## config.mk

```make
export PLATFORM = sky130hd
export DESIGN_NAME = lvds_io_tester
export DESIGN_NICKNAME = d
export VERILOG_FILES = /design/src/lvds_tester_pkg.sv /design/src/lane_stat_if.sv /design/src/lvds_io_tester.sv /design/src/prbs_check.sv /design/src/prbs_gen.sv /design/src/test_ctrl.sv
export VERILOG_INCLUDE_DIRS = /design/src /design/src/src
export SDC_FILE = /design/constraint.sdc
export NUM_CORES = 1
export LEC_CHECK = 0
export ABC_AREA = 0
export BUFFER_PORTS_ARGS = -buffer_cell sky130_fd_sc_hd__buf_2
export CAP_MARGIN = 25
export CORE_AREA = 2 2 144 146
export DETAILED_ROUTE_END_ITERATION = 12
export DIE_AREA = 0 0 146 148
export GPL_ROUTABILITY_DRIVEN = 0
export PLACE_DENSITY = 0.82
export SLEW_MARGIN = 20
export SYNTH_ARGS = -nofsm -noshare
export SYNTH_HDL_FRONTEND = slang
export SYNTH_SLANG_ARGS = --single-unit
```

## constraint.sdc

```tcl
create_clock -name clk -period 7.78 [get_ports clk]
set_clock_uncertainty 0.05 [all_clocks]
set_input_delay 0.389 -clock clk [delete_from_list [all_inputs] [get_ports clk]]
set_output_delay 0.389 -clock clk [all_outputs]
set_load 0.02 [all_outputs]
```

## src/lvds_tester_macros.svh

```systemverilog
`ifndef LVDS_TESTER_MACROS_SVH
`define LVDS_TESTER_MACROS_SVH

// Loopback lanes A and B.
`define LVDS_LANES 2

// Bits per lane per clock.
`define LVDS_LANE_W 2

// Received-bit and error counter width.
`define LVDS_CNT_W 32

// APB address width.
`define LVDS_APB_AW 8

`endif
```

## src/lvds_tester_pkg.sv

```systemverilog
`include "lvds_tester_macros.svh"

package lvds_tester_pkg;

  // One pad group, MSB first in pad pin order.
  typedef struct packed {
    logic       sel_rx_a;
    logic       sel_rx_b;
    logic       sel_tx_a;
    logic       sel_tx_b;
    logic       pd_bias_a;
    logic       pd_bias_b;
    logic [1:0] idset_a;
    logic [1:0] idset_b;
    logic       hyst_a;
    logic       hyst_b;
    logic [1:0] drv_str_a;
    logic [1:0] drv_str_b;
    logic       sr_a;
    logic       sr_b;
    logic       puden_tx_a;
    logic       puden_tx_b;
    logic       puden_rx_a;
    logic       puden_rx_b;
    logic       pudpol_tx_a;
    logic       pudpol_tx_b;
    logic       pudpol_rx_a;
    logic       pudpol_rx_b;
    logic [1:0] test_a;
    logic [1:0] test_b;
    logic       por;
  } pad_ctrl_t;

  typedef struct packed {
    logic [28:0] rsvd;
    logic        invert; // Send the inverted pattern.
    logic        clear;  // Write one to clear the counters.
    logic        run;    // Generators on.
  } ctrl_reg_t;

  typedef enum logic [`LVDS_APB_AW-1:0] {
    CTRL    = 'h00,
    PAD_CFG = 'h04,
    STATUS  = 'h08,
    RECV_A  = 'h10,
    RECV_B  = 'h14,
    ERR_A   = 'h18,
    ERR_B   = 'h1C
  } reg_addr_e;

endpackage

```

## src/lane_stat_if.sv

```systemverilog
`timescale 1ns/1ps
`include "lvds_tester_macros.svh"

interface lane_stat_if;

  logic                   run;
  logic                   clear;    // One-cycle pulse.
  logic                   invert;
  logic                   lock;
  logic [`LVDS_CNT_W-1:0] recv_cnt;
  logic [`LVDS_CNT_W-1:0] err_cnt;

  modport ctrl (
    output run,
    output clear,
    output invert,
    input  lock,
    input  recv_cnt,
    input  err_cnt
  );

  modport chk (
    input  run,
    input  clear,
    input  invert,
    output lock,
    output recv_cnt,
    output err_cnt
  );

endinterface

```

## src/lvds_io_tester.sv

```systemverilog
`timescale 1ns/1ps
`include "lvds_tester_macros.svh"

module lvds_io_tester (
  input  logic                    clk,
  input  logic                    reset,
  input  logic [`LVDS_APB_AW-1:0] paddr,
  input  logic                    psel,
  input  logic                    penable,
  input  logic                    pwrite,
  input  logic [31:0]             pwdata,
  output logic [31:0]             prdata,
  output logic                    pready,
  output logic                    pslverr,
  output logic [30:0]             pad_ctrl,
  output logic [`LVDS_LANE_W-1:0] lane_a_dout,
  output logic [`LVDS_LANE_W-1:0] lane_b_dout,
  input  logic [`LVDS_LANE_W-1:0] lane_a_din,
  input  logic [`LVDS_LANE_W-1:0] lane_b_din
);

  logic run;
  logic invert;

  lane_stat_if lane_if [`LVDS_LANES] ();

  test_ctrl u_ctrl (
    .clk      (clk),
    .reset    (reset),
    .paddr    (paddr),
    .psel     (psel),
    .penable  (penable),
    .pwrite   (pwrite),
    .pwdata   (pwdata),
    .prdata   (prdata),
    .pready   (pready),
    .pslverr  (pslverr),
    .pad_ctrl (pad_ctrl),
    .run      (run),
    .invert   (invert),
    .lane     (lane_if)
  );

  prbs_gen u_gen_a (
    .clk    (clk),
    .reset  (reset),
    .run    (run),
    .invert (invert),
    .dout   (lane_a_dout)
  );

  prbs_gen u_gen_b (
    .clk    (clk),
    .reset  (reset),
    .run    (run),
    .invert (invert),
    .dout   (lane_b_dout)
  );

  prbs_check u_chk_a (
    .clk   (clk),
    .reset (reset),
    .din   (lane_a_din),
    .stat  (lane_if[0])
  );

  prbs_check u_chk_b (
    .clk   (clk),
    .reset (reset),
    .din   (lane_b_din),
    .stat  (lane_if[1])
  );

endmodule

```

## src/prbs_check.sv

```systemverilog
`timescale 1ns/1ps
`include "lvds_tester_macros.svh"

module prbs_check (
  input  logic                    clk,
  input  logic                    reset,
  input  logic [`LVDS_LANE_W-1:0] din,
  lane_stat_if.chk                stat
);

  logic [`LVDS_LANE_W-1:0] din_q;
  logic [6:0]              hist;         // Received bits, hist[0] newest.
  logic                    exp1;
  logic                    exp0;
  logic                    m1;
  logic                    m0;
  logic                    degen;
  logic [2:0]              match_cnt;
  logic [3:0]              match_sum;
  logic [2:0]              match_next;
  logic [15:0]             miss_win;
  logic [15:0]             miss_next;
  logic                    lock_q;
  logic [1:0]              n_err;
  logic [`LVDS_CNT_W:0]    err_sum;
  logic [`LVDS_CNT_W-1:0]  err_next;
  logic [`LVDS_CNT_W-1:0]  recv_q;
  logic [`LVDS_CNT_W-1:0]  err_q;

  // Inversion flips every predicted bit.
  assign exp1 = hist[5] ^ hist[6] ^ stat.invert;
  assign exp0 = hist[4] ^ hist[5] ^ stat.invert;
  assign m1   = din_q[1] ^ exp1;
  assign m0   = din_q[0] ^ exp0;

  // A stuck line also fits the rule, so it must not lock.
  assign degen = (hist == {7{stat.invert}});

  always_comb begin
    match_sum = {1'b0, match_cnt} + 4'd2;
    if (degen || m0) begin
      match_next = 3'd0;
    end else if (m1) begin
      match_next = 3'd1;
    end else if (match_sum >= 4'd7) begin
      match_next = 3'd7;
    end else begin
      match_next = match_sum[2:0];
    end
  end

  assign miss_next = {miss_win[13:0], m1, m0}; // Last 16 bits.

  assign n_err    = {1'b0, m1} + {1'b0, m0};
  assign err_sum  = {1'b0, err_q} + n_err;
  assign err_next = err_sum[`LVDS_CNT_W] ? '1 : err_sum[`LVDS_CNT_W-1:0]; // Saturate.

  always_ff @(posedge clk) begin
    if (reset) begin
      din_q     <= '0;
      hist      <= '0;
      lock_q    <= 1'b0;
      match_cnt <= '0;
      miss_win  <= '0;
      recv_q    <= '0;
      err_q     <= '0;
    end else begin
      din_q <= din;
      hist  <= {hist[4:0], din_q[1], din_q[0]};
      if (stat.clear) begin
        lock_q    <= 1'b0;
        match_cnt <= '0;
        miss_win  <= '0;
        recv_q    <= '0;
        err_q     <= '0;
      end else if (!lock_q) begin
        match_cnt <= match_next;
        lock_q    <= (match_next == 3'd7); // Seven good bits in a row.
        miss_win  <= '0;
      end else begin
        miss_win <= miss_next;
        if ($countones(miss_next) >= 4) begin
          lock_q    <= 1'b0;
          match_cnt <= '0;
        end
        if (stat.run) begin
          recv_q <= recv_q + `LVDS_LANE_W;
          err_q  <= err_next;
        end
      end
    end
  end

  assign stat.lock     = lock_q;
  assign stat.recv_cnt = recv_q;
  assign stat.err_cnt  = err_q;

endmodule

```

## src/prbs_gen.sv

```systemverilog
`timescale 1ns/1ps
`include "lvds_tester_macros.svh"

module prbs_gen (
  input  logic                    clk,
  input  logic                    reset,
  input  logic                    run,
  input  logic                    invert,
  output logic [`LVDS_LANE_W-1:0] dout
);

  // lfsr[0] is the newest bit, lfsr[6] the oldest.
  logic [6:0] lfsr;
  logic [1:0] fb;

  // x^7 + x^6 + 1, two steps per clock.
  assign fb = {lfsr[5] ^ lfsr[6], lfsr[4] ^ lfsr[5]};

  always_ff @(posedge clk) begin
    if (reset) begin
      lfsr <= 7'h7F;                    // All-ones seed.
      dout <= '0;
    end else if (run) begin
      dout <= lfsr[6:5] ^ {`LVDS_LANE_W{invert}}; // Older bit in bit 1.
      lfsr <= {lfsr[4:0], fb};
    end
  end

endmodule

```

## src/test_ctrl.sv

```systemverilog
`timescale 1ns/1ps
`include "lvds_tester_macros.svh"

module test_ctrl (
  input  logic                       clk,
  input  logic                       reset,
  input  logic [`LVDS_APB_AW-1:0]    paddr,
  input  logic                       psel,
  input  logic                       penable,
  input  logic                       pwrite,
  input  logic [31:0]                pwdata,
  output logic [31:0]                prdata,
  output logic                       pready,
  output logic                       pslverr,
  output lvds_tester_pkg::pad_ctrl_t pad_ctrl,
  output logic                       run,
  output logic                       invert,
  lane_stat_if.ctrl                  lane [`LVDS_LANES]
);

  import lvds_tester_pkg::*;

  ctrl_reg_t              ctrl_q;
  ctrl_reg_t              wr_ctrl;
  pad_ctrl_t              pad_q;
  logic                   access;
  logic                   wr_en;
  logic                   mapped;
  logic [31:0]            rd_data;
  logic [`LVDS_LANES-1:0] lock_v;
  logic [`LVDS_CNT_W-1:0] recv_v [`LVDS_LANES];
  logic [`LVDS_CNT_W-1:0] err_v  [`LVDS_LANES];

  // Interface array elements need constant indices.
  for (genvar i = 0; i < `LVDS_LANES; i++) begin : g_lane
    assign lane[i].run    = ctrl_q.run;
    assign lane[i].clear  = ctrl_q.clear;
    assign lane[i].invert = ctrl_q.invert;
    assign lock_v[i]      = lane[i].lock;
    assign recv_v[i]      = lane[i].recv_cnt;
    assign err_v[i]       = lane[i].err_cnt;
  end

  assign access  = psel & penable;      // No wait states.
  assign wr_en   = access & pwrite & mapped;
  assign wr_ctrl = ctrl_reg_t'(pwdata);

  always_comb begin
    mapped  = 1'b1;
    rd_data = '0;
    case (reg_addr_e'(paddr))
      CTRL:    rd_data = ctrl_q;
      PAD_CFG: rd_data = {1'b0, pad_q};
      STATUS:  rd_data = 32'(lock_v);
      RECV_A:  rd_data = recv_v[0];
      RECV_B:  rd_data = recv_v[1];
      ERR_A:   rd_data = err_v[0];
      ERR_B:   rd_data = err_v[1];
      default: mapped  = 1'b0;
    endcase
  end

  always_ff @(posedge clk) begin
    if (reset) begin
      ctrl_q <= '0;
      pad_q  <= '0;
    end else begin
      ctrl_q.clear <= 1'b0;             // Clear lasts one cycle.
      if (wr_en && paddr == CTRL) begin
        ctrl_q.run    <= wr_ctrl.run;
        ctrl_q.clear  <= wr_ctrl.clear;
        ctrl_q.invert <= wr_ctrl.invert;
      end
      if (wr_en && paddr == PAD_CFG) begin
        pad_q <= pad_ctrl_t'(pwdata[30:0]);
      end
    end
  end

  assign prdata   = (access && !pwrite) ? rd_data : '0;
  assign pready   = 1'b1;
  assign pslverr  = access & ~mapped;   // Unmapped address.
  assign pad_ctrl = pad_q;
  assign run      = ctrl_q.run;
  assign invert   = ctrl_q.invert;

endmodule

```

* Word-level counts from Yosys, hierarchy flattened *
Index checks and enable logic that the tools add are counted.

word-level totals
  logic and storage cells = 159
  bits of input ports = 49
  output and inout port bits = 69
  register bits = 234

cells by class
  bitwise operators = 26
  add/sub/neg operators = 38
  reductions and logical operators = 14
  mux-type cells = 19
  eq/ne operators = 12
  $lt $le $gt $ge = 4

operators by type and width
  cell                                                                                   number
  32-bit adder                                                                           14
  32-bit one-hot mux with 7 select lines                                                 1
  32-bit 2-to-1 mux                                                                      3
  32-bit by 2-bit adder with 33-bit output                                               2
  32-bit by 2-bit adder with 32-bit output (second input constant)                       2
  32-bit by 4-bit greater-or-equal comparator with 1-bit output (second input constant)  2
  1-bit by 1-bit adder with 2-bit output                                                 18
  8-bit by 5-bit == test with 1-bit output (second input constant)                       4
  3-bit 2-to-1 mux                                                                       10
  1-bit XOR                                                                              16
  7-bit == test                                                                          2
  3-bit by 2-bit adder with 4-bit output (second input constant)                         2
  8-bit by 3-bit == test with 1-bit output (second input constant)                       1
  8-bit by 4-bit == test with 1-bit output (second input constant)                       1
  4-bit by 3-bit greater-or-equal comparator with 1-bit output (second input constant)   2
  8-bit logical NOT                                                                      1
  7-bit OR reduction                                                                     1
  3-bit == test (second input constant)                                                  2
  3-bit OR reduction                                                                     2
  1-bit 2-to-1 mux                                                                       5
  1-bit AND                                                                              4
  2-bit inequality test (second input constant)                                          2
  1-bit inverter                                                                         4
  2-bit AND reduction                                                                    2
  other kinds (5)                                                                        10

* Depth between registers and ports, before layout *
Gate-level depths: netlist of run 1.

  depth in word-level cells = 10
  depth in mapped cells = 18
  gate-level depth less buffers = 17

* Modules after synthesis *
From an unflattened synthesis of run 1, not the netlist that was laid out.

unflattened totals
  cells, all modules = 1,330
  area total of the unflattened synthesis = 12,042.8 µm²

modules (own cells, without submodules)
  module                seq. area each (µm²)  area each (µm²)  cells an instance  times used
  prbs_check (u_chk_a)  1,801.7               4,347.9          461                1
  prbs_check (u_chk_b)  1,801.7               4,217.8          476                1
  test_ctrl             680.7                 2,736.4          325                1
  prbs_gen              180.2                 370.4            34                 2

* Worst setup path after synthesis of run 1 *
No wires, ideal clock.

  kind = register to register
  from = reg, netlist name u_ctrl.invert
  to = reg u_chk_b.match_cnt[1]
  setup slack = 2.709 ns
  data required time = 7.638 ns
  clock period less this slack = 5.071 ns
  stages on the path, launching flop included = 17
  path buffers = 1
  library setup time = 0.092 ns
  data arrival time = 4.929 ns
  cells stage by stage = dfxtp_1 -> buf_6 -> xor2_2 -> xnor2_1 -> ha_1 -> inv_1 -> fa_1 -> fa_1 -> inv_1 -> fa_1 -> fa_1 -> ha_1 -> fa_1 -> or2_2 -> a2111oi_0 -> inv_1 -> o32ai_1

on the way
  word-level cells in the longest chain between the ends = 8
  elaborated cells between the ends (all ways) = 15
  classes of those cells = add/sub: 4; order compare: 1; eq/ne: 2; mux: 3; bitwise: 4; reduce/logical: 1

RTL lines
  element                                                        RTL line          source
  1-bit XOR *                                                    prbs_check.sv:31  assign exp1 = hist[5] ^ hist[6] ^ stat.invert;
  1-bit XOR *                                                    prbs_check.sv:33  assign m1 = din_q[1] ^ exp1;
  via u_chk_b.m1                                                 prbs_check.sv:15  logic m1;
  1-bit by 1-bit adder with 2-bit output (not written as such)   prbs_check.sv:82  if ($countones(miss_next) >= 4) begin
  32-bit adder (not written as such) (3 in series)               prbs_check.sv:82
  32-bit by 4-bit greater-or-equal comparator with 1-bit output  prbs_check.sv:82
  2-bit inequality test (no source line)                         n/a
  to (signal assigned)                                           prbs_check.sv:77  match_cnt <= match_next;
  to (decl)                                                      prbs_check.sv:18  logic [2:0] match_cnt;

Mark *: on every way through the listed nets, which the timed path passes. The rest lies on a longest branch.
A chain may end at the register's enable or synchronous reset.

* Final worst setup path of run 1 *
  from = reg, netlist name u_ctrl.invert
  to = reg u_chk_b.match_cnt[1]

on the way
  word-level cells in the longest chain between the ends = 8
  elaborated cells between the ends (all ways) = 15
  classes of those cells = add/sub: 4; order compare: 1; eq/ne: 2; mux: 3; bitwise: 4; reduce/logical: 1

RTL lines
  element                                                        RTL line
  1-bit XOR *                                                    prbs_check.sv:31
  1-bit XOR *                                                    prbs_check.sv:33
  via u_chk_b.m1                                                 prbs_check.sv:15
  1-bit by 1-bit adder with 2-bit output (not written as such)   prbs_check.sv:82
  32-bit adder (not written as such) (3 in series)               prbs_check.sv:82
  32-bit by 4-bit greater-or-equal comparator with 1-bit output  prbs_check.sv:82
  2-bit inequality test (no source line)                         n/a

Marks and branches as above.

==> results of run 1 <==
stage by stage:
| step | power (mW) | worst slack, ps | cells |
|---|---|---|---|
| 2_1_floorplan | 1.279 | 2709 | 1306 |
| 3_3_place_gp | 1.303 | 2577 | 1621 |
| 3_5_place_dp | 1.305 | 2393 | 1621 |
| 4_1_cts | 2.475 | 2369 | 1664 |
| 5_1_grt | 2.533 | 2108 | 1665 |
| 6_report | 2.463 | 2384 | 1665 |
cells in the mapped netlist, types with 8 or more instances:
cell type,instances
a211o_1,11
a211oi_1,8
a21oi_1,98
a22oi_1,31
a31oi_1,8
and2_1,10
and3_1,45
and4_1,15
buf_2,20
clkbuf_1,47
dfxtp_1,232
fa_1,24
ha_1,36
inv_1,61
mux2i_1,8
mux4_2,30
nand2_1,115
nand3_1,49
nand4_1,54
nor2_1,133
nor2b_1,31
nor3_1,20
nor4_1,15
o21ai_0,14
or2_2,9
xnor2_1,52
xor2_1,65
per-layer routing:
layer  up-vias  wire length, um  track usage
li1       4705                -            -
met2       375            13410       0.4250
met4         0              750      0.08641
met3        55             2111      0.03642
met1      4645            12490       0.3528
met5         -                0            0
where the power goes:
part / total, mW / switching [mW] / leakage, nW / internal [mW]
Combinational: 0.0834 / 0.0526 / 2.93 / 0.0308
Sequential: 1.20 / 0.00398 / 1.87 / 1.19
Clock: 1.18 / 0.471 / 0.406 / 0.712
Total: 2.46 / 0.527 / 5.20 / 1.94
layout make-up:
cell class,instances,share of cell area
Clock inverter,7,0.006950
Clock buffer,36,0.05457
Tap cell,270,0.02536
Multi-Input combinational cell,934,0.4979
Sequential cell,232,0.3486
Inverter,61,0.01719
Timing Repair Buffer,125,0.04940
registers in the layout, indices dropped and copies added (netlist names), 3 cells and up:
name,count
u_chk_a.hist,7
u_chk_a.match_cnt,3
u_chk_a.miss_win,14
u_chk_a.stat.err_cnt,32
u_chk_a.stat.recv_cnt,31
u_chk_b.hist,7
u_chk_b.match_cnt,3
u_chk_b.miss_win,14
u_chk_b.stat.err_cnt,32
u_chk_b.stat.recv_cnt,31
u_ctrl.pad_ctrl,31
u_gen_a.lfsr,7
u_gen_b.lfsr,7
logic make-up (layout without fill, tap and decap cells):
kind of cell	count (synthesis)	after routing	synth area share
AO/OA/AOI/OAI	188	188	0.09798
XOR/XNOR	118	118	0.08775
adder cells (fa/ha/maj)	60	60	0.07846
buffers and inverters	140	229	0.05052
flip-flops	232	232	0.3915
multiplexers	38	38	0.06370
other	1	1	0.0003161
AND/OR/NAND/NOR	529	529	0.2298
worst paths after layout:
path	endpoint	slack [ps]	depth (start not counted)
setup / recovery	u_chk_b.match_cnt[1]	2380	17
hold / removal	u_chk_b.din_q[1]	30	2
hold reg to reg	u_gen_a.lfsr[5]	410	1
setup reg to reg	u_chk_b.match_cnt[1]	2380	17
==> flow_metrics.env, run 1 <==
export IMPL_synth_nets=1415
export IMPL_critPathBufInv=5
export IMPL_regArea_um2=4644
export IMPL_synth_edff_count=0
export IMPL_drtPass1Iterations=5
export IMPL_grtUsageTotal=0.2580
export IMPL_synth_top_cell_area_share=0.3915
export IMPL_ir_drop_mv=0.1392
export IMPL_hold_viol=0
export IMPL_min_path_type="input port to flop"
export IMPL_rsz0062_at_grt="false"
export IMPL_path_clk_slew_ps=60
export IMPL_h_tree_depth=1
export IMPL_hp_start="lane_b_din[1]"
export IMPL_worstSkewPairLatency_ps=520
export IMPL_tritoncts="built"
export IMPL_crit_family="adder cells"
export IMPL_postLayoutCellArea_um2=13320
export IMPL_worst_slew_pin_transition_ps=1012
export IMPL_fin_hold_ws_ps=30.19
export IMPL_grt_first_pass_wirelength_mm=45.84
export IMPL_postCtsSetupBuffers=0
export IMPL_antenna_left=0
export IMPL_crit_required_ps=8150
export IMPL_antenna_found_initial=0
export IMPL_cts_sinks=232
export IMPL_maxSlewHeadroom=0.3251
export IMPL_status="finished clean"
export IMPL_p_leak_nw=5.204
export IMPL_synth_top_cells_by_area="dfxtp_1 (39%), mux4_2 (5.7%), xor2_1 (4.8%)"
export IMPL_cts_hold_repair_buffers=0
export IMPL_multi_input_area_um2=6633
export IMPL_cts_root_buf="clkbuf_16"
export IMPL_yosysSeqAreaShare=0.3915
export IMPL_hpwl_mm=20.28
export IMPL_core_um2=20040
export IMPL_timing_rr_start="u_ctrl.invert"
export IMPL_slowest_stage="a2111oi_0"
export IMPL_nFillCells=1534
export IMPL_grt_max_degree=84
export IMPL_synth_async_sr_flop_share=0
export IMPL_criticalPathCategory="flop to flop"
export IMPL_mostFrequentLayoutCells="dfxtp_1 (232), nor2_1 (132), nand2_1 (115), buf_2 (115), a21oi_1 (98)"
export IMPL_period_needed_ps=5396
export IMPL_drv_slew=0
export IMPL_port_buffers=115
export IMPL_die_width_um=146
export IMPL_cts_made_buffers=25
export IMPL_start_kind="flop"
export IMPL_grt_pass1_vias=9162
export IMPL_die_h_um=148
export IMPL_num_nets_final=1488
export IMPL_wl_mm=28.76
export IMPL_timing_final_setup_violations=0
export IMPL_drtIter0Drc=787
export IMPL_ys_ff_latch=232
export IMPL_synth_ff_type="dfxtp_1"
export IMPL_fin_util=0.6648
export IMPL_viasPerCell=5.874
export IMPL_power_density_nw_per_um2=184.9
export IMPL_cp_startpoint="u_ctrl.invert"
export IMPL_boundaryPins=118
export IMPL_rows=52
export IMPL_fmax_mhz=185.3
export IMPL_drcViolationCount=0
export IMPL_cts_buffer_depth=3
export IMPL_syn_avg_cell_area_um2=9.084
export IMPL_synthToLayoutAreaGrowth_pct=12.29
export IMPL_final_common_cell="dfxtp_1"
export IMPL_yosys_cell_types_count=67
export IMPL_cp_end_kind="flop"
export IMPL_synth_top_cell_by_area="dfxtp_1"
export IMPL_crit_fanout=6
export IMPL_ys_warn_count=0
export IMPL_route_vias_total=9780
export IMPL_n_antenna_cell=0
export IMPL_gr_total_overflow=0
export IMPL_syn_inst=1306
export IMPL_initial_core_util=0.5920
export IMPL_placed_area_um2=12490
export IMPL_worstPathArrival_ps=5770
export IMPL_cts_resized=0
export IMPL_cpPeakStageDelay_ps=580
export IMPL_cap_violations=0
export IMPL_crit_chain="xor2_2 -> xnor2_1 -> ha_1 -> inv_1 -> fa_1 -> inv_1 -> fa_1 -> inv_1 -> fa_1 -> inv_1 -> fa_1 -> ha_1 -> fa_1 -> or2_2 -> a2111oi_0 -> inv_1 -> o32ai_1"
export IMPL_setup_tns_ps=0
export IMPL_fin_crit_sh=0.6936
export IMPL_wl_per_cell_um=17.27
export IMPL_drive_gt1_frac=0.1577
export IMPL_netlist_area_um2=11860
export IMPL_die_area_um2=21610
No activity file was read; power rests on OpenSTA's default activity.
==> run 2: changes to the inputs <==
clock period = 5.3 ns   (was 7.78 ns; I/O delays follow)
==> run 2 against run 1 <==
Compared with the run above: worst setup slack got worse by 2100 ps; sequential share of layout area fell by 0.94 points; non-clock buffer count is 37 higher; utilization grew 1.8 points.
==> flow_metrics.env, run 2 (same netlist as run 1, synthesis figures left out) <==
export IMPL_die_area_um2=21610
export IMPL_stdcell_count=1701
export IMPL_criticalPathCategory="flop to flop"
export IMPL_period_needed_ps=5037
export IMPL_grt_pass1_vias=9750
export IMPL_rows=52
export IMPL_cts_sinks=232
export IMPL_rr_worst_depth=17
export IMPL_start_kind="flop"
export IMPL_crit_fanout=4
export IMPL_crit_chain="xor2_2 -> xnor2_2 -> ha_1 -> inv_1 -> fa_1 -> inv_1 -> fa_1 -> inv_1 -> fa_1 -> inv_1 -> fa_1 -> ha_1 -> fa_1 -> or2_2 -> a2111oi_2 -> inv_1 -> o32ai_1"
export IMPL_postLayoutCellArea_um2=13690
export IMPL_total_power_mw=3.644
export IMPL_cts_made_buffers=24
export IMPL_synthToLayoutAreaGrowth_pct=15.41
export IMPL_grt_first_pass_wirelength_mm=48.73
export IMPL_hp_start="pwdata[17]"
export IMPL_multi_input_area_um2=6645
export IMPL_ff2ff_setup_slack_ps=260
export IMPL_slowest_stage="fa_1"
export IMPL_gr_total_overflow=0
export IMPL_drtPass1Iterations=5
export IMPL_drive_gt1_frac=0.1551
export IMPL_ir_drop_mv=0.2261
export IMPL_wl_mm=30.35
export IMPL_antenna_left=0
export IMPL_p_leak_nw=5.360
export IMPL_grtUsageTotal=0.2723
export IMPL_fin_crit_sh=0.9505
export IMPL_whs_path_depth=3
export IMPL_crit_required_ps=5660
export IMPL_initial_core_util=0.5920
export IMPL_critPathBufInv=5
export IMPL_cpPeakStageDelay_ps=530
export IMPL_drcViolationCount=0
export IMPL_die_h_um=148
export IMPL_port_buffers=115
export IMPL_fmax_mhz=198.5
export IMPL_timing_rr_start="u_chk_b.hist[5]"
export IMPL_cp_startpoint="u_chk_b.hist[5]"
export IMPL_holdPathEnd="u_ctrl.pad_ctrl[17]"
export IMPL_final_common_cell="dfxtp_1"
export IMPL_route_vias_total=10230
export IMPL_worst_slew_pin_transition_ps=1021
export IMPL_postCtsSetupBuffers=0
export IMPL_cts_root_buf="clkbuf_16"
export IMPL_drtIter0Drc=954
export IMPL_crit_family="adder cells"
export IMPL_num_nets_final=1524
export IMPL_nFillCells=1479
export IMPL_h_tree_depth=1
export IMPL_boundaryPins=118
export IMPL_hpwl_mm=19.89
export IMPL_grt_max_degree=88
export IMPL_viasPerCell=6.016
export IMPL_rsz0062_at_grt="false"
export IMPL_antenna_found_initial=1
export IMPL_power_density_nw_per_um2=266.1
export IMPL_placed_area_um2=12500
export IMPL_cap_violations=0
export IMPL_core_um2=20040
export IMPL_path_clk_slew_ps=60
export IMPL_hold_viol=0
export IMPL_cts_buffer_depth=3
export IMPL_mostFrequentLayoutCells="dfxtp_1 (232), nor2_1 (132), nand2_1 (115), buf_2 (115), a21oi_1 (98)"
export IMPL_regArea_um2=4644
export IMPL_tritoncts="built"
export IMPL_setup_tns_ps=0
export IMPL_worstPathArrival_ps=5400
export IMPL_wl_per_cell_um=17.84
export IMPL_maxSlewHeadroom=0.3196
export IMPL_timing_final_setup_violations=0
export IMPL_pre_cts_ws_ps=139.2
export IMPL_die_width_um=146
export IMPL_drv_slew=0
export IMPL_cp_end_kind="flop"
export IMPL_r2r_end="u_chk_b.match_cnt[1]"
export IMPL_place_inst=1623
export IMPL_n_antenna_cell=0
export IMPL_worst_slack_ps=262.6
export IMPL_min_path_type="input port to flop"
export IMPL_worstSkewPairLatency_ps=520
export IMPL_status="finished clean"
## run 2: changes by cell type in the layout (fill, tap and decap cells not counted), sizes merged
cell         change
clkinvlp         +1
clkbuf           -2
buf              +3
inv              -2
dlygate4sd3     +34
bufinv           +1
clkinv           +1
## run 2: tightest hold or removal path: stages
cell and delay [ps]:
buf_2 100, nand2_1 100, a21oi_1 70
## run 2: power breakdown
group	internal (mW)	switching, mW
clock	1.05	0.695
combinational	0.0626	0.0822
sequential	1.75	0.00568
total	2.86	0.783
## run 2: layout make-up
| cell class | count | share of cell area |
|---|---|---|
| Timing Repair Buffer | 162 | 0.07512 |
| Sequential cell | 232 | 0.3392 |
| Clock buffer | 34 | 0.05035 |
| Clock inverter | 8 | 0.008590 |
| Tap cell | 270 | 0.02467 |
| Inverter | 61 | 0.01672 |
| Multi-Input combinational cell | 934 | 0.4853 |
## run 2: repair_timing
action | 4_1_cts | 5_1_grt
endpoints found under the hold margin | 36 | 0
hold buffers | 34 | 0
endpoints found under the setup margin | 0 | 4
resized for setup | 0 | 3
## run 2: worst max path at each step
stage,end,slack [ps],depth (start not counted)
2_1_floorplan,u_chk_b.match_cnt[1],230,16
3_3_place_gp,u_chk_b.match_cnt[2],300,15
3_5_place_dp,u_chk_b.match_cnt[2],140,15
4_1_cts,u_chk_b.match_cnt[1],40,15
5_1_grt,u_chk_b.match_cnt[1],30,17
6_report,u_chk_b.match_cnt[1],260,17
## run 2: layer usage
| metal | wire length, um | up-vias | GRT usage |
|---|---|---|---|
| met3 | 2843 | 55 | 0.04352 |
| met5 | 0 | - | 0 |
| li1 | - | 4778 | - |
| met4 | 636 | 0 | 0.07573 |
| met2 | 14240 | 494 | 0.4561 |
| met1 | 12630 | 4906 | 0.3691 |
## run 2: metrics by stage
stage / hold WS [ps] / utilization
finish: 6.006 / 0.6833
global route: 6.101 / 0.6833
CTS: 0.6305 / 0.6811
detailed placement: 394.1 / 0.6238
global placement: 386.9 / 0.6238
floorplan: 343.2 / -
==> run 3: changes to the inputs <==
CELL_PAD_IN_SITES_DETAIL_PLACEMENT = 0   (was unset)
CELL_PAD_IN_SITES_GLOBAL_PLACEMENT = 1   (was unset)
CORE_AREA = 2 2 164 166   (was 2 2 144 146)
DIE_AREA = 0 0 166 168   (was 0 0 146 148)
==> run 3 against run 2 <==
Compared with the run above: cell area grew 0.93%; critical endpoint unchanged; register-to-register slack gained 120 ps; largest cell class unchanged; die area rose by 29%; first-iteration DRC count shrank 23%; hold slack gained 64 ps; worst setup slack better by 120 ps; global-route usage is 5.2 points lower; utilization decreased by 16 points.
==> flow_metrics.env, run 3 (same netlist as run 1, synthesis figures left out) <==
export IMPL_die_h_um=168
export IMPL_grt_pass1_vias=9472
export IMPL_crit_end="u_chk_b.match_cnt[1]"
export IMPL_postCtsSetupBuffers=0
export IMPL_grt_max_degree=89
export IMPL_hpwl_mm=21.12
export IMPL_synthToLayoutAreaGrowth_pct=16.48
export IMPL_cap_violations=0
export IMPL_gr_total_overflow=0
export IMPL_drcViolationCount=0
export IMPL_power_density_nw_per_um2=263.8
export IMPL_worstPathArrival_ps=5300
export IMPL_boundaryPins=118
export IMPL_route_vias_total=9737
export IMPL_antenna_found_initial=0
export IMPL_criticalPathCategory="flop to flop"
export IMPL_fmax_mhz=203.2
export IMPL_cp_startpoint="u_chk_b.hist[5]"
export IMPL_period_needed_ps=4920
export IMPL_wl_mm=30.92
export IMPL_worstSkewPairLatency_ps=530
export IMPL_cts_buffer_depth=3
export IMPL_maxSlewHeadroom=0.3275
export IMPL_regArea_um2=4644
export IMPL_n_antenna_cell=0
export IMPL_wl_per_cell_um=17.39
export IMPL_num_nets_final=1528
export IMPL_core_um2=26350
export IMPL_cts_made_buffers=26
export IMPL_status="finished clean"
export IMPL_hold_viol=0
export IMPL_rr_worst_depth=15
export IMPL_r2r_end="u_chk_b.match_cnt[1]"
export IMPL_antenna_left=0
export IMPL_rows=60
export IMPL_path_clk_slew_ps=60
export IMPL_ff2ff_setup_slack_ps=380
export IMPL_ir_drop_mv=0.1857
export IMPL_worst_slack_ps=379.8
export IMPL_multi_input_area_um2=6654
export IMPL_fin_crit_sh=0.9283
export IMPL_crit_fanout=4
export IMPL_port_buffers=115
export IMPL_drv_slew=0
export IMPL_cts_sinks=232
export IMPL_cts_root_buf="clkbuf_16"
export IMPL_timing_rr_start="u_chk_b.hist[5]"
export IMPL_viasPerCell=5.476
export IMPL_initial_core_util=0.4502
export IMPL_fin_hold_ws_ps=69.89
export IMPL_grt_first_pass_wirelength_mm=50.17
export IMPL_drtPass1Iterations=5
export IMPL_timing_final_setup_violations=0
export IMPL_min_path_type="input port to flop"
export IMPL_h_tree_depth=1
export IMPL_pre_cts_ws_ps=145.2
export IMPL_cp_end_kind="flop"
export IMPL_die_width_um=166
export IMPL_nFillCells=2442
export IMPL_mostFrequentLayoutCells="dfxtp_1 (232), nor2_1 (132), nand2_1 (115), buf_2 (115), a21oi_1 (98)"
export IMPL_setup_tns_ps=0
export IMPL_drtIter0Drc=730
export IMPL_start_kind="flop"
export IMPL_final_common_cell="dfxtp_1"
export IMPL_drive_gt1_frac=0.1587
export IMPL_tritoncts="built"
export IMPL_crit_required_ps=5680
export IMPL_die_area_um2=27890
export IMPL_p_leak_nw=5.409
export IMPL_worst_slew_pin_transition_ps=999.6
export IMPL_rsz0062_at_grt="false"
export IMPL_grtUsageTotal=0.2203
## run 3: changes by cell type in the layout (fill, tap and decap cells not counted), moves of 2 or more
| cell | change |
|---|---|
| buf_4 | +3 |
| buf_8 | -2 |
| clkbuf_16 | +2 |
| clkinv_2 | +5 |
| bufinv_16 | -2 |
## run 3: how the worst min path moves through the flow
| stage | startpoint | to | slack (ps) | depth (start not counted) |
|---|---|---|---|---|
| global placement | u_gen_a.lfsr[2] | u_gen_a.lfsr[4] | 390 | 1 |
| global route | pwdata[17] | u_ctrl.pad_ctrl[17] | 60 | 3 |
| CTS | pwdata[17] | u_ctrl.pad_ctrl[17] | 60 | 3 |
| detailed placement | u_gen_b.lfsr[3] | u_gen_b.lfsr[5] | 390 | 1 |
| finish | pwdata[17] | u_ctrl.pad_ctrl[17] | 70 | 3 |
| floorplan | lane_a_din[0] | u_chk_a.din_q[0] | 340 | 1 |
## run 3: routing by layer
layer | track usage | part of all wire | up-vias
met5 | 0 | 0 | -
met4 | 0.06314 | 0.023 | 0
met3 | 0.03150 | 0.059 | 40
met2 | 0.3691 | 0.47 | 273
met1 | 0.2981 | 0.45 | 4642
li1 | - | - | 4782
## run 3: stage by stage
stage	area, um^2	utilization	std cells	power, mW
final	13820	0.5245	1778	3.646
after floorplan	11860	-	1306	1.877
after CTS	13790	0.5232	1777	3.685
after global placement	12620	0.4790	1697	1.919
after global routing	13820	0.5245	1778	3.770
after detailed placement	12620	0.4790	1697	1.920
## run 3: cell type report
| cell class | count | share of cell area |
|---|---|---|
| Multi-Input combinational cell | 934 | 0.4815 |
| Clock buffer | 36 | 0.05423 |
| Clock inverter | 10 | 0.005432 |
| Sequential cell | 232 | 0.3361 |
| Tap cell | 341 | 0.03087 |
| Inverter | 61 | 0.01657 |
| Timing Repair Buffer | 164 | 0.07533 |
## run 3: repair_timing
action | in CTS | in global routing
resized for setup | 0 | 3
hold buffers | 34 | 0
endpoints found under the setup margin | 0 | 4
hold endpoints to repair | 37 | 0
## run 3: critical path, stage by stage (launching register included)
cell and delay [ps]:
dfxtp_1 400, xor2_2 240, xnor2_2 170, ha_1 180, inv_1 60, fa_1 510, fa_1 540, inv_1 50
fa_1 500, fa_1 500, ha_1 240, fa_1 380, or2_2 300, a2111oi_2 390, inv_1 150, o32ai_1 150
## run 3: power by group
part           switching, mW  internal [mW]  total [mW]
clock                  0.713           1.03        1.74
sequential           0.00554           1.75        1.76
combinational         0.0838         0.0639       0.148
total                  0.802           2.84        3.65
